`config.mk`:
```
export PLATFORM = sky130hd
export DESIGN_NAME = rab_core
export DESIGN_NICKNAME = d
export VERILOG_FILES = /design/src/rab_pkg.sv /design/src/rab_lookup_if.sv /design/src/rab_cfg_regs.sv /design/src/rab_slice.sv /design/src/rab_slice_array.sv /design/src/rab_req_arbiter.sv /design/src/rab_fsm.sv /design/src/rab_core.sv
export SDC_FILE = /design/constraint.sdc
export NUM_CORES = 2
export LEC_CHECK = 0
export ABC_AREA = 1
export BUFFER_PORTS_ARGS = -buffer_cell sky130_fd_sc_hd__buf_4
export CORE_AREA = 2 2 290 292
export DETAILED_ROUTE_END_ITERATION = 10
export DIE_AREA = 0 0 292 294
export PLACE_DENSITY_LB_ADDON = 0.3
export SLEW_MARGIN = 20
export SYNTH_ARGS = -nofsm -noshare
export SYNTH_HDL_FRONTEND = slang
export SYNTH_SLANG_ARGS = --single-unit
export TNS_END_PERCENT = 100
```
`constraint.sdc`:
```
create_clock -name Clk_CI -period 5.25 [get_ports Clk_CI]
set_input_delay 0.2625 -clock Clk_CI [delete_from_list [all_inputs] [get_ports Clk_CI]]
set_output_delay 0.2625 -clock Clk_CI [all_outputs]
set_load 0.01 [all_outputs]
```
`src/rab_pkg.sv`:
```
package rab_pkg;

  // request side and translated side address widths
  localparam int unsigned VADDR_WIDTH     = 32;
  localparam int unsigned PADDR_WIDTH     = 40;

  // slice configuration word
  localparam int unsigned CFG_DATA_WIDTH  = 64;

  // low address bits cleared by burst size on a 64-bit data bus
  localparam int unsigned SIZE_ALIGN_BITS = 3;

  // registers per slice in order start, end, offset and flags
  localparam int unsigned REGS_PER_SLICE  = 4;

  // bit positions inside the flags register
  localparam int unsigned FLAG_VALID      = 0;
  localparam int unsigned FLAG_READ       = 1;
  localparam int unsigned FLAG_WRITE      = 2;

  typedef logic [VADDR_WIDTH-1:0]    vaddr_t;
  typedef logic [PADDR_WIDTH-1:0]    paddr_t;
  typedef logic [CFG_DATA_WIDTH-1:0] cfg_word_t;

  typedef logic [7:0]                burst_len_t;   // axi len as beats minus one
  typedef logic [2:0]                burst_size_t;  // axi size as log2 bytes per beat

endpackage

```
`src/rab_lookup_if.sv`:
```
`timescale 1ns/1ps

interface rab_lookup_if
  import rab_pkg::*;
();

  logic   sel;       // high when port 1 is the active port
  logic   rw;        // high for a write
  vaddr_t addr_min;  // first byte of the burst
  vaddr_t addr_max;  // last byte of the burst

  logic   hit_any;
  logic   prot_any;
  logic   multi;
  paddr_t out_addr;

  modport arb    (output sel, rw, addr_min, addr_max);
  modport slices (input rw, addr_min, addr_max, output hit_any, prot_any, multi, out_addr);
  modport fsm    (input sel, hit_any, prot_any, multi, out_addr);

endinterface

```
`src/rab_cfg_regs.sv`:
```
`timescale 1ns/1ps

module rab_cfg_regs
  import rab_pkg::*;
#(
  parameter int N_SLICES = 4
)
(
  input  logic                                         Clk_CI,
  input  logic                                         Rst_RBI,

  input  logic                                         cfg_wen,
  input  logic [$clog2(REGS_PER_SLICE*N_SLICES)-1:0]   cfg_addr,
  input  cfg_word_t                                    cfg_wdata,

  output cfg_word_t [REGS_PER_SLICE*N_SLICES-1:0]      cfg_regs
);

  localparam int N_REGS = REGS_PER_SLICE * N_SLICES;

  logic addr_in_range;

  // index space is a power of two, so some indices may have no register
  assign addr_in_range = (int'(cfg_addr) < N_REGS);

  always_ff @(posedge Clk_CI or negedge Rst_RBI)
  begin
    if (!Rst_RBI)
    begin
      cfg_regs <= '0;  // all flags clear so every slice starts invalid
    end
    else if (cfg_wen && addr_in_range)
    begin
      cfg_regs[cfg_addr] <= cfg_wdata;
    end
  end

endmodule

```
`src/rab_slice.sv`:
```
`timescale 1ns/1ps

module rab_slice
  import rab_pkg::*;
(
  input  cfg_word_t cfg_start,
  input  cfg_word_t cfg_end,
  input  cfg_word_t cfg_offset,
  input  cfg_word_t cfg_flags,

  input  logic      rw,
  input  vaddr_t    addr_min,
  input  vaddr_t    addr_max,

  output logic      hit,
  output logic      prot,
  output paddr_t    out_addr
);

  vaddr_t start_addr;
  vaddr_t end_addr;
  paddr_t phys_offset;
  vaddr_t rel_addr;
  logic   perm_ok;

  // only the low bits of the config words carry an address
  assign start_addr  = cfg_start[VADDR_WIDTH-1:0];
  assign end_addr    = cfg_end[VADDR_WIDTH-1:0];
  assign phys_offset = cfg_offset[PADDR_WIDTH-1:0];

  // whole burst must lie inside [start, end]
  assign hit = cfg_flags[FLAG_VALID] && (start_addr <= addr_min) && (addr_max <= end_addr);

  assign perm_ok = rw ? cfg_flags[FLAG_WRITE] : cfg_flags[FLAG_READ];
  assign prot    = hit & ~perm_ok;

  // translation is meaningful only on a hit
  assign rel_addr = addr_min - start_addr;
  assign out_addr = {{(PADDR_WIDTH-VADDR_WIDTH){1'b0}}, rel_addr} + phys_offset;

endmodule

```
`src/rab_slice_array.sv`:
```
`timescale 1ns/1ps

module rab_slice_array
  import rab_pkg::*;
#(
  parameter int N_SLICES = 4
)
(
  input  cfg_word_t [REGS_PER_SLICE*N_SLICES-1:0] cfg_regs,
  rab_lookup_if.slices                            lookup
);

  logic [N_SLICES-1:0] hit;
  logic [N_SLICES-1:0] prot;
  paddr_t              slice_addr [N_SLICES];
  paddr_t              sel_addr;

  for (genvar i = 0; i < N_SLICES; i++)
  begin : g_slice
    rab_slice u_slice (
      .cfg_start  (cfg_regs[REGS_PER_SLICE*i]),
      .cfg_end    (cfg_regs[REGS_PER_SLICE*i+1]),
      .cfg_offset (cfg_regs[REGS_PER_SLICE*i+2]),
      .cfg_flags  (cfg_regs[REGS_PER_SLICE*i+3]),
      .rw         (lookup.rw),
      .addr_min   (lookup.addr_min),
      .addr_max   (lookup.addr_max),
      .hit        (hit[i]),
      .prot       (prot[i]),
      .out_addr   (slice_addr[i])
    );
  end

  assign lookup.hit_any  = |hit;
  assign lookup.prot_any = |prot;
  assign lookup.multi    = |(hit & (hit - 1'b1));  // more than one bit set

  // lowest-numbered hit wins, so scan downwards
  always_comb
  begin
    sel_addr = '0;
    for (int i = N_SLICES-1; i >= 0; i--)
    begin
      if (hit[i])
      begin
        sel_addr = slice_addr[i];
      end
    end
  end

  assign lookup.out_addr = sel_addr;

endmodule

```
`src/rab_req_arbiter.sv`:
```
`timescale 1ns/1ps

module rab_req_arbiter
  import rab_pkg::*;
(
  input  logic        Clk_CI,
  input  logic        Rst_RBI,

  input  vaddr_t      port1_addr,
  input  burst_len_t  port1_len,
  input  burst_size_t port1_size,
  input  logic        port1_type,
  input  logic        port1_addr_valid,

  input  vaddr_t      port2_addr,
  input  burst_len_t  port2_len,
  input  burst_size_t port2_size,
  input  logic        port2_type,
  input  logic        port2_addr_valid,

  input  logic        port1_done,
  input  logic        port2_done,

  rab_lookup_if.arb   lookup
);

  logic   last_p1;  // port 1 was served last
  logic   sel;
  vaddr_t p1_max_addr;
  vaddr_t p2_max_addr;

  // last byte touched by a burst
  function automatic vaddr_t burst_end(input vaddr_t      addr,
                                       input burst_len_t  len,
                                       input burst_size_t size);
    vaddr_t                     aligned;
    vaddr_t                     n_bytes;
    logic [SIZE_ALIGN_BITS-1:0] mask;
    mask = {SIZE_ALIGN_BITS{1'b1}};
    if (size <= burst_size_t'(SIZE_ALIGN_BITS))
    begin
      mask = {SIZE_ALIGN_BITS{1'b1}} << size;  // size 0 keeps all bits
    end
    aligned = addr;
    aligned[SIZE_ALIGN_BITS-1:0] = addr[SIZE_ALIGN_BITS-1:0] & mask;
    n_bytes = (vaddr_t'(len) + vaddr_t'(1)) << size;
    return aligned + n_bytes - vaddr_t'(1);
  endfunction

  always_ff @(posedge Clk_CI or negedge Rst_RBI)
  begin
    if (!Rst_RBI)
    begin
      last_p1 <= 1'b0;  // port 2 takes the first tie
    end
    else if (port1_done)
    begin
      last_p1 <= 1'b1;
    end
    else if (port2_done)
    begin
      last_p1 <= 1'b0;
    end
  end

  assign sel         = (last_p1 & port1_addr_valid) | ~port2_addr_valid;
  assign p1_max_addr = burst_end(port1_addr, port1_len, port1_size);
  assign p2_max_addr = burst_end(port2_addr, port2_len, port2_size);

  assign lookup.sel      = sel;
  assign lookup.rw       = sel ? port1_type  : port2_type;
  assign lookup.addr_min = sel ? port1_addr  : port2_addr;
  assign lookup.addr_max = sel ? p1_max_addr : p2_max_addr;

endmodule

```
`src/rab_fsm.sv`:
```
`timescale 1ns/1ps

module rab_fsm
  import rab_pkg::*;
(
  input  logic       Clk_CI,
  input  logic       Rst_RBI,

  input  logic       port1_addr_valid,
  input  logic       port2_addr_valid,
  input  logic       port1_sent,
  input  logic       port2_sent,

  rab_lookup_if.fsm  lookup,

  output logic       port1_accept,
  output logic       port1_drop,
  output logic       port2_accept,
  output logic       port2_drop,
  output paddr_t     out_addr,

  output logic       int_miss,
  output logic       int_prot,
  output logic       int_multi
);

  typedef enum logic [1:0] {
    IDLE,
    RESULT,
    WAIT_SENT
  } rab_state_e;

  rab_state_e state;
  logic       sel_q;  // port captured at lookup
  logic       accept_c;
  logic       miss_c;
  logic       prot_c;
  logic       multi_c;
  logic       sent_sel;

  // drop causes where multi-hit masks protection
  assign miss_c   = ~lookup.hit_any;
  assign multi_c  = lookup.multi;
  assign prot_c   = lookup.hit_any & ~lookup.multi & lookup.prot_any;
  assign accept_c = lookup.hit_any & ~lookup.multi & ~lookup.prot_any;

  assign sent_sel = sel_q ? port1_sent : port2_sent;

  always_ff @(posedge Clk_CI or negedge Rst_RBI)
  begin
    if (!Rst_RBI)
    begin
      state        <= IDLE;
      sel_q        <= 1'b0;
      out_addr     <= '0;
      port1_accept <= 1'b0;
      port1_drop   <= 1'b0;
      port2_accept <= 1'b0;
      port2_drop   <= 1'b0;
      int_miss     <= 1'b0;
      int_prot     <= 1'b0;
      int_multi    <= 1'b0;
    end
    else
    begin
      // decision outputs are single-cycle pulses
      port1_accept <= 1'b0;
      port1_drop   <= 1'b0;
      port2_accept <= 1'b0;
      port2_drop   <= 1'b0;
      int_miss     <= 1'b0;
      int_prot     <= 1'b0;
      int_multi    <= 1'b0;

      case (state)
        IDLE:
        begin
          if (port1_addr_valid || port2_addr_valid)
          begin
            sel_q        <= lookup.sel;
            out_addr     <= lookup.out_addr;
            port1_accept <= lookup.sel & accept_c;
            port1_drop   <= lookup.sel & ~accept_c;
            port2_accept <= ~lookup.sel & accept_c;
            port2_drop   <= ~lookup.sel & ~accept_c;
            int_miss     <= miss_c;
            int_prot     <= prot_c;
            int_multi    <= multi_c;
            state        <= RESULT;
          end
        end
        RESULT:
        begin
          // accepted burst holds the lookup until it is forwarded
          state <= (port1_accept || port2_accept) ? WAIT_SENT : IDLE;
        end
        WAIT_SENT:
        begin
          if (sent_sel)
          begin
            state <= IDLE;
          end
        end
        default:
        begin
          state <= IDLE;
        end
      endcase
    end
  end

endmodule

```
`src/rab_core.sv`:
```
`timescale 1ns/1ps

module rab_core
  import rab_pkg::*;
#(
  parameter int N_SLICES = 4
)
(
  input  logic                                       Clk_CI,
  input  logic                                       Rst_RBI,

  input  vaddr_t                                     port1_addr,
  input  burst_len_t                                 port1_len,
  input  burst_size_t                                port1_size,
  input  logic                                       port1_type,
  input  logic                                       port1_addr_valid,
  input  logic                                       port1_sent,
  output logic                                       port1_accept,
  output logic                                       port1_drop,
  output paddr_t                                     port1_out_addr,

  input  vaddr_t                                     port2_addr,
  input  burst_len_t                                 port2_len,
  input  burst_size_t                                port2_size,
  input  logic                                       port2_type,
  input  logic                                       port2_addr_valid,
  input  logic                                       port2_sent,
  output logic                                       port2_accept,
  output logic                                       port2_drop,
  output paddr_t                                     port2_out_addr,

  input  logic                                       cfg_wen,
  input  logic [$clog2(REGS_PER_SLICE*N_SLICES)-1:0] cfg_addr,
  input  cfg_word_t                                  cfg_wdata,

  output logic                                       int_miss,
  output logic                                       int_prot,
  output logic                                       int_multi
);

  cfg_word_t [REGS_PER_SLICE*N_SLICES-1:0] cfg_regs;
  paddr_t                                  out_addr;
  logic                                    port1_done;
  logic                                    port2_done;

  rab_lookup_if lookup_if ();

  assign port1_done     = port1_accept | port1_drop;
  assign port2_done     = port2_accept | port2_drop;
  assign port1_out_addr = out_addr;  // one lookup result shared by both ports
  assign port2_out_addr = out_addr;

  rab_cfg_regs #(.N_SLICES(N_SLICES)) u_cfg_regs (
    .Clk_CI    (Clk_CI),
    .Rst_RBI   (Rst_RBI),
    .cfg_wen   (cfg_wen),
    .cfg_addr  (cfg_addr),
    .cfg_wdata (cfg_wdata),
    .cfg_regs  (cfg_regs)
  );

  rab_req_arbiter u_req_arbiter (
    .Clk_CI           (Clk_CI),
    .Rst_RBI          (Rst_RBI),
    .port1_addr       (port1_addr),
    .port1_len        (port1_len),
    .port1_size       (port1_size),
    .port1_type       (port1_type),
    .port1_addr_valid (port1_addr_valid),
    .port2_addr       (port2_addr),
    .port2_len        (port2_len),
    .port2_size       (port2_size),
    .port2_type       (port2_type),
    .port2_addr_valid (port2_addr_valid),
    .port1_done       (port1_done),
    .port2_done       (port2_done),
    .lookup           (lookup_if)
  );

  rab_slice_array #(.N_SLICES(N_SLICES)) u_slice_array (
    .cfg_regs (cfg_regs),
    .lookup   (lookup_if)
  );

  rab_fsm u_fsm (
    .Clk_CI           (Clk_CI),
    .Rst_RBI          (Rst_RBI),
    .port1_addr_valid (port1_addr_valid),
    .port2_addr_valid (port2_addr_valid),
    .port1_sent       (port1_sent),
    .port2_sent       (port2_sent),
    .lookup           (lookup_if),
    .port1_accept     (port1_accept),
    .port1_drop       (port1_drop),
    .port2_accept     (port2_accept),
    .port2_drop       (port2_drop),
    .out_addr         (out_addr),
    .int_miss         (int_miss),
    .int_prot         (int_prot),
    .int_multi        (int_multi)
  );

endmodule

```
==> results.txt <==
The run gives 58 as the number of CTS-inserted buffers. The first detailed-routing pass took 6 iterations. The run gives 4872 as the initial DRC count. For the via count, the log shows 51109. From bottom edge to top edge, the die measures 294 um. The run gives 0 as the number of warnings printed during yosys synthesis. The setup slack at placement is -1.65 ns, and the number of synthesized flops with an enable pin is 0.

Setup repair after global routing could not meet its margin everywhere. The tools report the worst relative slew slack as 0.170. Buffer cell driving the clock tree root: sky130_fd_sc_hd__clkbuf_16. The run gives 0.427 as the combined global-route utilization of all metal layers. The most used flip-flop cell after synthesis was sky130_fd_sc_hd__dfrtp_1. The largest fanout of any net on the critical path came out at 6. The standard cell core area is 82900 um^2. CTS built an H-tree with a depth of 2. Aggregate global routing overflow: 0. The share of the clock period used by the worst path after layout is 1.02. The post-route core utilization is 0.739. DRC violation count after routing: 0. Clock tree synthesis found a total of 479 sinks. Dividing the synthesized area by the synthesized cell count gives 6.64 um^2. STA classifies the critical path startpoint as an input port. The kind of path behind the tightest hold check is input port to register. Area of the die: 85800 um^2. At the pin with the least slew margin, the transition time is 1.24 ns. In this run the horizontal extent of the chip is 292 um. Starting density of the core: 0.537. By instance count, the cell type seen most on the critical path is sky130_fd_sc_hd__nand2_1. The vias per cell came out at 5.64. For this design the top-level I/O count stands at 250. Summed over all layers, the routed wires come to 191 mm. For the number of endpoints with negative hold slack in the final report, the log shows 0.

Hold timing on the final database bottoms out at a slack of 0.00848 ns. The worst clock skew is 0.0212 ns, and the number of synthesized register bits is 479. The post-detailed-placement half-perimeter wirelength is 148 mm. Final count of pins violating max slew: 0. The static leakage power was 32.0 nW; the number of setup violations in the final report was 19. The first global-routing pass estimated 279 mm of wire.

The mapped netlist covers 44500 um^2. The largest stage delay on the critical path is 0.29 ns. Leaving out fill and tap cells, the most frequent cell in the layout is sky130_fd_sc_hd__nand2_1. The final reports fail on setup timing. For the worst setup path, the data arrival time is 5.97 ns. The tools report the sequential area share after synthesis as 0.270.

The worst setup path is captured at a register. Leaving out fill and tap cells, the most frequent cells in the layout are sky130_fd_sc_hd__nand2_1 (1765), sky130_fd_sc_hd__buf_4 (1308), sky130_fd_sc_hd__inv_1 (938). Clock-pin slew was measured on the worst setup and hold paths at 0.06 ns. The later pin in the worst-skew pair is clocked with a latency of 0.69 ns. The final net count was 8576. The final critical path time including I/O delays and setup is 5.36 ns. The weighted congestion reported at the end of routability-driven placement was 1.05. STA puts the critical path data required time at 5.86 ns.

The initialized floorplan defines 106 standard-cell rows. Once detail routing completed, the nets flagged for antenna violations numbered 0. Fill cells in the final layout number 6717.

Maximum clock insertion buffer count: 3. The area added between synthesis and finish is 37.8%, and the pin count of the biggest net entering global routing is 120. The number of antenna violations at the first check in global routing was 11; the fraction of registers with async set or reset after synthesis was 1.00. The tools report the via count of the first global-routing pass as 48233. The tool flagged a number of max-cap violations equal to 0. The maximum VDD drop was 0.396 mV; the detailed-route wire length per cell was 21.1 um. The final worst-path setup slack was -0.111 ns. The largest individual stage delay along the critical path comes from the cell sky130_fd_sc_hd__ha_2. During placement, the flow inserted port buffers numbering 225.

The share of cells above drive strength 1 works out to 0.268. Synthesis produced a netlist with a net count of 7348. After synthesis, the netlist uses 60 different library cells. The class of the most critical setup path was input port to register.

For the maximum operating frequency, the log shows 0.187 GHz. The flow ran to the end, but the final reports show violations. TritonCTS built the clock tree. For this design the ratio of total power to cell area is 553 nW/um^2. Counting every instance in the synthesized netlist gives 6697.
==> power by group <==
part / switching, mW / internal [mW] / total [mW]
clock: 1.82 / 2.69 / 4.52
sequential: 0.718 / 4.53 / 5.25
combinational: 13.8 / 10.4 / 24.1
==> through the flow <==
step | power, mW | std cells | TNS, ns | instance area (um^2)
after floorplan | 15.9 | 6697 | 0 | 44500
after global placement | 26.2 | 8894 | -62.96 | 55100
after detailed placement | 26.5 | 8894 | -71.05 | 55100
after CTS | 31.7 | 9023 | 0 | 58700
after global routing | 35.7 | 9051 | -11.95 | 61300
final | 33.9 | 9055 | -0.662 | 61300
==> worst max-delay path: cells and delay by family <==
family	cells	cell delay [ns]
and+or+nand+nor	26	3.01
AOI/OAI and AO/OA	6	0.87
adders and majority gates	3	0.78
buffers and inverters	6	0.67
muxes	1	0.21
xor gates and xnor gates	1	0.15
==> worst paths after layout <==
path,to,start,slack (ns),cells past startpoint
max reg2reg,u_fsm.out_addr[39],u_req_arbiter.last_p1,-0.07,40
min in group asynchronous,u_cfg_regs.cfg_regs[839],Rst_RBI,0.17,2
max in group asynchronous,u_cfg_regs.cfg_regs[418],Rst_RBI,3.89,3
min reg2reg,u_cfg_regs.cfg_regs[273],u_cfg_regs.cfg_regs[273],0.49,2
max,u_fsm.out_addr[39],port1_len[2],-0.11,43
min,u_cfg_regs.cfg_regs[418],cfg_wdata[34],0.008,3
==> what timing repair did <==
| action | 4_1_cts | 5_1_grt |
|---|---|---|
| hold endpoints to repair | 75 | 0 |
| endpoints found under the setup margin | 47 | 47 |
| resized for setup | 325 | 547 |
| cloned | 1 | 3 |
| pin swaps | 91 | 203 |
| buffers inserted | 25 | 27 |
| hold buffers | 3 | 0 |
==> cells in the mapped netlist, types with 10 or more instances <==
| master | number | area [um^2] |
|---|---|---|
| sky130_fd_sc_hd__dfrtp_1 | 479 | 12000 |
| sky130_fd_sc_hd__a21oi_1 | 463 | 2320 |
| sky130_fd_sc_hd__o22ai_1 | 19 | 119 |
| sky130_fd_sc_hd__fa_1 | 10 | 200 |
| sky130_fd_sc_hd__mux2i_1 | 10 | 100 |
| sky130_fd_sc_hd__buf_4 | 43 | 323 |
| sky130_fd_sc_hd__a21o_1 | 48 | 360 |
| sky130_fd_sc_hd__a31oi_1 | 50 | 313 |
| sky130_fd_sc_hd__ha_1 | 478 | 5980 |
| sky130_fd_sc_hd__nand4_1 | 56 | 350 |
| sky130_fd_sc_hd__a21boi_0 | 26 | 195 |
| sky130_fd_sc_hd__nor2_1 | 505 | 1900 |
| sky130_fd_sc_hd__xnor2_1 | 100 | 876 |
| sky130_fd_sc_hd__xor2_1 | 158 | 1380 |
| sky130_fd_sc_hd__o21bai_1 | 31 | 233 |
| sky130_fd_sc_hd__nor3_1 | 63 | 315 |
| sky130_fd_sc_hd__o21ai_0 | 712 | 3560 |
| sky130_fd_sc_hd__inv_1 | 965 | 3620 |
| sky130_fd_sc_hd__o21a_1 | 18 | 135 |
| sky130_fd_sc_hd__nand2_1 | 1894 | 7110 |
| sky130_fd_sc_hd__or2_2 | 14 | 87.6 |
| sky130_fd_sc_hd__nand3b_1 | 14 | 105 |
| sky130_fd_sc_hd__clkbuf_1 | 145 | 544 |
| sky130_fd_sc_hd__o21ai_1 | 30 | 150 |
| sky130_fd_sc_hd__o211ai_1 | 16 | 120 |
| sky130_fd_sc_hd__nor4_1 | 14 | 87.6 |
| sky130_fd_sc_hd__nand3_1 | 225 | 1130 |
==> final cells by class <==
cell class / count / area, um^2 / area share
antenna: 4 / 10.0 / 0.000163
inverter: 971 / 3690 / 0.0603
timing repair buffer: 1375 / 10900 / 0.177
clock inverter: 35 / 529 / 0.00864
sequential: 479 / 12000 / 0.196
clock buffer: 71 / 1580 / 0.0258
tap: 1080 / 1350 / 0.0221
multi-input combinational: 5040 / 31300 / 0.510
==> sequential cells by signal (all words and copies together), names as in the netlist <==
register and count:
u_fsm.int_prot 1, u_fsm.sel_q 1, u_fsm.port2_drop 1, u_fsm.out_addr 40, u_fsm.int_multi 1, u_req_arbiter.last_p1 1, u_fsm.port2_accept 1, u_fsm.port1_accept 1
u_fsm.port1_drop 1, u_fsm.state 2, u_fsm.int_miss 1, u_cfg_regs.cfg_regs 428
==> cells by family after synthesis <==
logic type                 count (synthesis)  share of synthesized area
and+or+nand+nor                         2818                      0.255
muxes                                     10                    0.00225
adders and majority gates                488                      0.139
xor gates and xnor gates                 258                     0.0508
AOI/OAI and AO/OA                       1466                      0.179
DFF                                      479                      0.270
buffers and inverters                   1178                      0.105
==> per-layer routing <==
layer | part of all wire | up-vias | track usage
met5 | 0.00026 | - | 0
met4 | 0.077 | 8 | 0.262
met3 | 0.083 | 615 | 0.0702
met2 | 0.44 | 2439 | 0.683
met1 | 0.40 | 23857 | 0.540
li1 | - | 24190 | -
Power figures use the tool's default switching activity.
